<file path="src/design/zx_pkg.sv">
package zx_pkg;

    // z80 data byte and page numbers
    typedef logic [7:0] data_t;
    typedef logic [7:0] page_t;

    // decoded i/o ports
    typedef enum logic [2:0] {
        PORT_NONE,
        PORT_FE,
        PORT_7FFD,
        PORT_BORDER,
        PORT_XT_PAGE,
        PORT_SYSCONF,
        PORT_MEMCONF,
        PORT_INTMASK
    } port_e;

    // decode to register file
    typedef struct packed {
        logic       wr_stb;
        logic       rd;
        port_e      port;
        logic [1:0] idx;
        data_t      data;
    } port_cmd_t;

    typedef struct packed {
        logic [4:0] spare;
        logic       w0_ram;
        logic [1:0] rom_bank;
    } memconf_t;

    // extended ports, #xxAF with the high byte selecting the register
    localparam data_t XT_PORT_LO = 8'hAF;
    localparam data_t HI_BORDER  = 8'h0F;
    localparam data_t HI_XT_PAGE = 8'h10;
    localparam data_t HI_SYSCONF = 8'h20;
    localparam data_t HI_MEMCONF = 8'h21;
    localparam data_t HI_INTMASK = 8'h2A;

    // classic spectrum ports
    localparam logic [15:0] PORT_7FFD_ADDR = 16'h7FFD;
    localparam data_t       FE_LO          = 8'hFE;

    // #FE border writes land in the upper palette half
    localparam data_t BORDER_FE_BASE = 8'hF0;

    // im2 vector of the frame interrupt
    localparam data_t IM2_VECT_FRM = 8'hFF;

    localparam data_t INTMASK_RST     = 8'h01;
    localparam int    INTMASK_FRM_BIT = 0;

    // unmapped readback
    localparam data_t RD_DEFAULT = 8'hFF;

endpackage

</file>
<file path="src/design/zbus_decode.sv">
`timescale 1ns/1ps

module zbus_decode (
    input  logic              fclk,
    input  logic              rst_n,
    input  logic [15:0]       a,
    input  zx_pkg::data_t     din,
    input  logic              iorq_n,
    input  logic              rd_n,
    input  logic              wr_n,
    input  logic              m1_n,
    output zx_pkg::port_cmd_t cmd,
    output logic              intack
);

    // {m1, wr, rd, iorq}, active high
    logic [3:0] strb_s1;
    logic [3:0] strb_s2;

    logic iorq_s;
    logic rd_s;
    logic wr_s;
    logic m1_s;
    logic io_cyc;
    logic iowr;
    logic iord;
    logic ack;

    logic          io_q;
    logic          iowr_q;
    logic          iord_q;
    logic          ack_q;
    logic          wr_edge;
    logic [15:0]   a_q;
    zx_pkg::data_t din_q;

    function automatic zx_pkg::port_e classify(input logic [15:0] addr);
        zx_pkg::port_e p;
        p = zx_pkg::PORT_NONE;
        if (addr == zx_pkg::PORT_7FFD_ADDR) begin
            p = zx_pkg::PORT_7FFD;
        end else if (addr[7:0] == zx_pkg::XT_PORT_LO) begin
            if (addr[15:8] == zx_pkg::HI_BORDER) begin
                p = zx_pkg::PORT_BORDER;
            end else if (addr[15:10] == zx_pkg::HI_XT_PAGE[7:2]) begin
                p = zx_pkg::PORT_XT_PAGE;
            end else if (addr[15:8] == zx_pkg::HI_SYSCONF) begin
                p = zx_pkg::PORT_SYSCONF;
            end else if (addr[15:8] == zx_pkg::HI_MEMCONF) begin
                p = zx_pkg::PORT_MEMCONF;
            end else if (addr[15:8] == zx_pkg::HI_INTMASK) begin
                p = zx_pkg::PORT_INTMASK;
            end
        end else if (addr[0] == zx_pkg::FE_LO[0]) begin
            // ula port, only a0 matters
            p = zx_pkg::PORT_FE;
        end
        return p;
    endfunction

    // two-stage sync of the z80 strobes
    always_ff @(posedge fclk or negedge rst_n) begin
        if (!rst_n) begin
            strb_s1 <= '0;
            strb_s2 <= '0;
        end else begin
            strb_s1 <= ~{m1_n, wr_n, rd_n, iorq_n};
            strb_s2 <= strb_s1;
        end
    end

    assign iorq_s = strb_s2[0];
    assign rd_s   = strb_s2[1];
    assign wr_s   = strb_s2[2];
    assign m1_s   = strb_s2[3];

    // m1 with iorq is an interrupt acknowledge, never a port access
    assign io_cyc = iorq_s & ~m1_s;
    assign iowr   = io_cyc & wr_s;
    assign iord   = io_cyc & rd_s;
    assign ack    = iorq_s & m1_s;

    always_ff @(posedge fclk or negedge rst_n) begin
        if (!rst_n) begin
            io_q    <= 1'b0;
            iowr_q  <= 1'b0;
            iord_q  <= 1'b0;
            ack_q   <= 1'b0;
            wr_edge <= 1'b0;
        end else begin
            io_q    <= io_cyc;
            iowr_q  <= iowr;
            iord_q  <= iord;
            ack_q   <= ack;
            wr_edge <= iowr & ~iowr_q;
        end
    end

    // address and data held for the command stage
    always_ff @(posedge fclk) begin
        if (io_cyc) begin
            a_q   <= a;
            din_q <= din;
        end
    end

    always_ff @(posedge fclk or negedge rst_n) begin
        if (!rst_n) begin
            cmd.wr_stb <= 1'b0;
            cmd.rd     <= 1'b0;
            cmd.port   <= zx_pkg::PORT_NONE;
            cmd.idx    <= 2'd0;
            cmd.data   <= '0;
            intack     <= 1'b0;
        end else begin
            cmd.wr_stb <= wr_edge;
            cmd.rd     <= iord_q;
            cmd.port   <= io_q ? classify(a_q) : zx_pkg::PORT_NONE;
            cmd.idx    <= a_q[9:8];
            intack     <= ack_q;
            if (wr_edge) begin
                cmd.data <= din_q;
            end
        end
    end

endmodule

</file>
<file path="src/design/zbus_io.sv">
`timescale 1ns/1ps

module zbus_io #(
    parameter int INT_LEN = 32
) (
    input  logic          fclk,
    input  logic          rst_n,
    input  logic [15:0]   a,
    input  zx_pkg::data_t din,
    input  logic          iorq_n,
    input  logic          rd_n,
    input  logic          wr_n,
    input  logic          m1_n,
    input  logic [4:0]    keys,
    input  logic          int_start,
    output zx_pkg::data_t dout,
    output logic          dout_en,
    output logic          int_n,
    output zx_pkg::data_t border,
    output logic          beep,
    output logic [1:0]    turbo,
    output zx_pkg::page_t mem_page,
    output logic          rom_sel
);

    zx_pkg::port_cmd_t port_cmd;
    zx_pkg::data_t     rd_data;
    zx_pkg::data_t     vect;
    logic              intack;
    logic              vect_en;
    logic              frame_int_en;

    zbus_decode zbus_decode_i (
        .fclk   (fclk),
        .rst_n  (rst_n),
        .a      (a),
        .din    (din),
        .iorq_n (iorq_n),
        .rd_n   (rd_n),
        .wr_n   (wr_n),
        .m1_n   (m1_n),
        .cmd    (port_cmd),
        .intack (intack)
    );

    zport_regs zport_regs_i (
        .fclk         (fclk),
        .rst_n        (rst_n),
        .cmd          (port_cmd),
        .win          (a[15:14]),
        .keys         (keys),
        .rd_data      (rd_data),
        .border       (border),
        .beep         (beep),
        .turbo        (turbo),
        .mem_page     (mem_page),
        .rom_sel      (rom_sel),
        .frame_int_en (frame_int_en)
    );

    zint_gen #(
        .INT_LEN (INT_LEN)
    ) zint_gen_i (
        .fclk      (fclk),
        .rst_n     (rst_n),
        .int_start (int_start),
        .int_en    (frame_int_en),
        .intack    (intack),
        .int_n     (int_n),
        .vect      (vect),
        .vect_en   (vect_en)
    );

    // im2 vector wins over port data during acknowledge
    assign dout    = vect_en ? vect : rd_data;
    assign dout_en = port_cmd.rd | vect_en;

endmodule

</file>
<file path="src/design/zint_gen.sv">
`timescale 1ns/1ps

module zint_gen #(
    parameter int INT_LEN = 32
) (
    input  logic          fclk,
    input  logic          rst_n,
    input  logic          int_start,
    input  logic          int_en,
    input  logic          intack,
    output logic          int_n,
    output zx_pkg::data_t vect,
    output logic          vect_en
);

    localparam int CNT_W = $clog2(INT_LEN + 1);

    typedef enum logic [1:0] {
        INT_IDLE,
        INT_ACTIVE,
        INT_ACKED
    } int_state_e;

    int_state_e state;
    logic [CNT_W-1:0] cnt;

    always_ff @(posedge fclk or negedge rst_n) begin
        if (!rst_n) begin
            state <= INT_IDLE;
            cnt   <= '0;
        end else begin
            case (state)
                INT_IDLE: begin
                    cnt <= '0;
                    if (int_start && int_en) begin
                        state <= INT_ACTIVE;
                    end
                end
                INT_ACTIVE: begin
                    cnt <= cnt + 1'b1;
                    if (intack) begin
                        state <= INT_ACKED;
                    end else if (cnt == CNT_W'(INT_LEN - 1)) begin
                        // no acknowledge within the pulse
                        state <= INT_IDLE;
                    end
                end
                INT_ACKED: begin
                    // wait for the ack cycle to end
                    if (!intack) begin
                        state <= INT_IDLE;
                    end
                end
                default: begin
                    state <= INT_IDLE;
                end
            endcase
        end
    end

    assign int_n   = (state != INT_ACTIVE);
    assign vect_en = intack && (state != INT_IDLE);
    assign vect    = zx_pkg::IM2_VECT_FRM;

endmodule

</file>
<file path="src/design/zport_regs.sv">
`timescale 1ns/1ps

module zport_regs (
    input  logic              fclk,
    input  logic              rst_n,
    input  zx_pkg::port_cmd_t cmd,
    input  logic [1:0]        win,
    input  logic [4:0]        keys,
    output zx_pkg::data_t     rd_data,
    output zx_pkg::data_t     border,
    output logic              beep,
    output logic [1:0]        turbo,
    output zx_pkg::page_t     mem_page,
    output logic              rom_sel,
    output logic              frame_int_en
);

    zx_pkg::data_t    sysconf;
    zx_pkg::memconf_t memconf;
    zx_pkg::data_t    intmask;
    zx_pkg::page_t    xt_page [4];

    // border, beeper and configuration registers
    always_ff @(posedge fclk or negedge rst_n) begin
        if (!rst_n) begin
            border  <= '0;
            beep    <= 1'b0;
            sysconf <= '0;
            memconf <= '0;
            intmask <= zx_pkg::INTMASK_RST;
        end else if (cmd.wr_stb) begin
            case (cmd.port)
                zx_pkg::PORT_FE: begin
                    border <= zx_pkg::BORDER_FE_BASE + {5'd0, cmd.data[2:0]};
                    beep   <= cmd.data[4];
                end
                zx_pkg::PORT_7FFD: begin
                    // 128k rom select
                    memconf.rom_bank[0] <= cmd.data[4];
                end
                zx_pkg::PORT_BORDER: begin
                    border <= cmd.data;
                end
                zx_pkg::PORT_SYSCONF: begin
                    sysconf <= cmd.data;
                end
                zx_pkg::PORT_MEMCONF: begin
                    memconf <= zx_pkg::memconf_t'(cmd.data);
                end
                zx_pkg::PORT_INTMASK: begin
                    intmask <= cmd.data;
                end
                default: begin
                end
            endcase
        end
    end

    // page registers of the four 16k windows
    always_ff @(posedge fclk or negedge rst_n) begin
        if (!rst_n) begin
            for (int i = 0; i < 4; i++) begin
                xt_page[i] <= '0;
            end
        end else if (cmd.wr_stb) begin
            if (cmd.port == zx_pkg::PORT_XT_PAGE) begin
                xt_page[cmd.idx] <= cmd.data;
            end else if (cmd.port == zx_pkg::PORT_7FFD) begin
                // 7ffd pages the top window only
                xt_page[3] <= {5'd0, cmd.data[2:0]};
            end
        end
    end

    assign turbo        = sysconf[1:0];
    assign frame_int_en = intmask[zx_pkg::INTMASK_FRM_BIT];

    // window 0 is rom unless mapped to ram
    always_comb begin
        rom_sel = (win == 2'd0) && !memconf.w0_ram;
        if (rom_sel) begin
            mem_page = zx_pkg::page_t'(memconf.rom_bank);
        end else begin
            mem_page = xt_page[win];
        end
    end

    // readback mux
    always_comb begin
        case (cmd.port)
            zx_pkg::PORT_FE: begin
                rd_data = {3'b111, keys};
            end
            zx_pkg::PORT_XT_PAGE: begin
                rd_data = xt_page[cmd.idx];
            end
            zx_pkg::PORT_MEMCONF: begin
                rd_data = memconf;
            end
            default: begin
                rd_data = zx_pkg::RD_DEFAULT;
            end
        endcase
    end

endmodule

</file>
<file path="config.mk">
export PLATFORM = sky130hd
export DESIGN_NAME = zbus_io
export DESIGN_NICKNAME = d
export VERILOG_FILES = /design/src/design/zx_pkg.sv /design/src/design/zbus_decode.sv /design/src/design/zbus_io.sv /design/src/design/zint_gen.sv /design/src/design/zport_regs.sv
export SDC_FILE = /design/constraint.sdc
export NUM_CORES = 1
export LEC_CHECK = 0
export BUFFER_PORTS_ARGS = -buffer_cell sky130_fd_sc_hd__clkbuf_2
export CAP_MARGIN = 10
export CORE_MARGIN = 2
export CORE_UTILIZATION = 55
export DETAILED_ROUTE_END_ITERATION = 16
export GPL_TIMING_DRIVEN = 0
export PLACE_DENSITY = 0.77
export SLEW_MARGIN = 20
export SYNTH_ARGS = -nofsm -noshare
export SYNTH_HDL_FRONTEND = slang
export SYNTH_SLANG_ARGS = --single-unit
</file>
<file path="constraint.sdc">
create_clock -name fclk -period 5.3 [get_ports fclk]
set_clock_uncertainty 0.1 [all_clocks]
set_input_delay 0 -clock fclk [delete_from_list [all_inputs] [get_ports fclk]]
set_output_delay 0 -clock fclk [all_outputs]
set_load 0.005 [all_outputs]
</file>
==> run_results.csv <==
group,metric,value,unit
final_layout,instances_no_fill,590,
cts,numCtsBuffers,17,
outcome,status,"completed",
final_layout,area_delta_synth_final,28.5,%
grt,grt_pass1_vias,3413,
setup_path,cp_slowest_cell,"mux4_2",
pwr,vdd_ir_drop_max,0.250,mV
sta,worstMarginPinSlew,0.712,ns
drt,drt_pre_antenna_iters,4,
synth,synth-seq-cells,113,
die,initial_core_util,56.1,%
sta,setup-tns-final,0,ns
drt,first_iter_violations,184,
setup_path,worstPathCellList,"buf_6 > mux4_2 > inv_1 > o221ai_1 > clkbuf_2",
drt,route.detailed.drc,0,
grt,grt_pass1_wl,16.9,mm
synth,synth_area_leader_cell,"dfrtp_1",
setup_path,crit_path_max_fanout,10,
final_layout,nFillCells,555,
cts,cts.htree.levels,4,
sta,rsz0062_at_grt,"no",
final_layout,n_antenna_cell,0,
sta,slew_violations,0,
die,num_rows,34,
setup_path,worst-endpoint-arrival,2.04,ns
synth,synth_edf_count,24,
sta,fin_crit,2.14,ns
placement,placement.io_buffers,65,
die,ios,66,
final_layout,nets,508,
synth,synth_seq_area_share,60.9,%
die,fp.dieH,97.9,um
synth,netlist.area_leader.share,45.5,%
grt,grt.overflow.total,0,
sta,finalCritPeriodShare,40.5,%
cts,postCtsSetupRepairBufs,0,
synth,ys_top_cells_by_area,"dfrtp_1 45%, edfxtp_1 15%, mux2_2 12%",
setup_path,startpoint_type,"flop",
sta,whs,0.0148,ns
grt,grt_antenna_before_repair,0,
cts,cts-root-buf,"clkbuf_8",
setup_path,crit_type,"reg -> out",
cts,clock_sinks,113,
sta,fin_ws,3.16,ns
drt,wl_per_cell,17.1,um
die,core_area,8640,um^2
run,drv_cap,0,
sta,setup_viol,0,
placement,place_ws,3.44,ns
synth,yosysWarnings,0,
cts,cts_tree,"built",
grt,grt_max_degree,90,
setup_path,critical_path.max_stage_delay,0.52,ns
drt,vias,3275,
final_layout,layout-drive-gt1-share,35.1,%
cts,clkTransAtPathRegs,0.05,ns
final_layout,multi_input_area,1780,um^2
synth,syn_nets,394,
worst_hold_path,hold_path.class,"in -> async",
setup_path,required,5.20,ns
drt,ant_nets,0,
sta,hold_viol,0,
synth,synth.distinct_cells,46,
cts,cts_buffer_depth,2,
die,fp.dieArea,9580,um^2
cts,clkLatencyLatePin,0.50,ns
synth,async_reset_ff_share,78.8,%
placement,dp_hpwl,6.42,mm
placement,gp_congestion,0.827,
synth,syn_area,4840,um^2
final_layout,regArea,2950,um^2
setup_path,cp-end-kind,"output port",
synth,syn_inst,357,
die,dieWidth,97.9,um
synth,synth.avg_cell_area,13.6,um^2
setup_path,critPathBufInv,3,
drt,vias_per_cell,5.55,
synth,dominantRegCellSynth,"dfrtp_1",
drt,wl,10.1,mm
pwr,cellLeakagePower,2.84,nW
setup_path,critical_path.top_delay_family,"multiplexers",
sta,fmax,466,MHz
cts,post_cts_resized,0,
sta,slew_headroom,52.5,%
pwr,p_per_area,361,nW/um^2
placement,dp.cells,530,
grt,grtUsageTotal,23.2,%
## cells by family after synthesis
logic type | synth area share (%)
fa+ha+maj | 0.258
buf+inv | 2.63
xor+xnor | 0.181
mux | 18.8
compound gates | 7.10
flops | 60.9
simple gates | 10.1
## routing by layer
metal / vias to the layer above / GRT usage [%] / routed length, um
li1: 1548 / - / -
met1: 1647 / 30.1 / 4480
met2: 76 / 38.0 / 5110
met3: 4 / 6.30 / 441
met4: 0 / 8.12 / 56
met5: - / 0 / 0
## state kept, by name (all words and copies together) (netlist names), 6 cells and up
register              count
zbus_decode_i.a_q        16
zbus_decode_i.cmd        15
zbus_decode_i.din_q       8
zint_gen_i.cnt            6
zport_regs_i.border       8
zport_regs_i.memconf      8
zport_regs_i.xt_page     32
## stage by stage
stage	power [mW]	area [um^2]	utilization (%)
after global routing	2.33	6230	72.1
after global placement	1.09	5310	61.4
after CTS	2.26	6230	72.1
after floorplan	1.02	4840	-
after detailed placement	1.09	5320	61.6
final	2.25	6230	72.1
## worst paths after layout
path | cells after the start | from | slack, ns | endpoint
hold / removal | 2 | rst_n | 0.01 | zbus_decode_i.strb_s1[1]
setup / recovery | 5 | zbus_decode_i.cmd[8] | 3.16 | dout[4]
max in group asynchronous | 2 | rst_n | 4.59 | zport_regs_i.xt_page[23]
setup reg to reg | 3 | zbus_decode_i.cmd[10] | 3.45 | zport_regs_i.xt_page[30]
hold reg to reg | 0 | zbus_decode_i.ack_q | 0.25 | zbus_decode_i.intack
min in group fclk | 3 | rd_n | 0.09 | zbus_decode_i.strb_s1[1]
## cell usage in the layout (no fill, tap or decap), types with 2 or more instances in the layout
cell type,n
a21oi_1,18
a221oi_1,7
a22o_1,5
and2_1,3
buf_2,6
bufinv_16,3
clkbuf_1,8
clkbuf_16,17
clkbuf_2,64
clkbuf_8,6
clkinv_2,2
dfrtp_1,88
dlygate4sd3_1,30
edfxtp_1,24
inv_1,17
mux2_2,51
mux2i_1,10
mux4_1,3
mux4_2,7
nand2_1,25
nand2_2,2
nand2b_1,4
nand3_1,8
nand3b_1,2
nand4_1,3
nand4b_1,2
nor2_1,18
nor2b_1,3
nor3_1,5
nor3b_1,2
nor4_1,2
o21ai_0,12
o221ai_1,5
## what timing repair did
action                     in CTS  in global routing
hold endpoints to repair      118                  0
hold buffers                   30                  0
setup endpoints to repair       0                  0
## power by group
part / internal, mW / switching [mW] / leakage [nW]
registers: 0.931 / 0.0415 / 1.41
clock network: 0.787 / 0.363 / 0.299
logic: 0.0651 / 0.0584 / 1.13
## synthesized netlist by cell type (2+ instances only)
cell type and n:
a21oi_1 18, a221oi_1 7, a22o_1 5, and2_1 3, buf_2 6, clkbuf_1 5
dfrtp_1 88, edfxtp_1 24, inv_1 17, mux2_2 51, mux2i_1 10, mux4_1 3
mux4_2 7, nand2_1 25, nand2_2 2, nand2b_1 4, nand3_1 8, nand3b_1 2
nand4_1 3, nand4b_1 2, nor2_1 18, nor2b_1 4, nor3_1 5, nor3b_1 2
nor4_1 2, o21ai_0 12, o221ai_1 5
## layout make-up
type                            count  share of cell area [%]
Buffer                             13                    1.02
Inverter                           17                    1.02
Clock inverter                      5                    1.61
Multi-Input combinational cell    214                    28.5
Sequential cell                   113                    47.4
Tap cell                          108                    2.17
Clock buffer                       25                    8.12
Timing Repair Buffer               95                    10.2
Note: power is estimated with default switching activity, not from simulation.
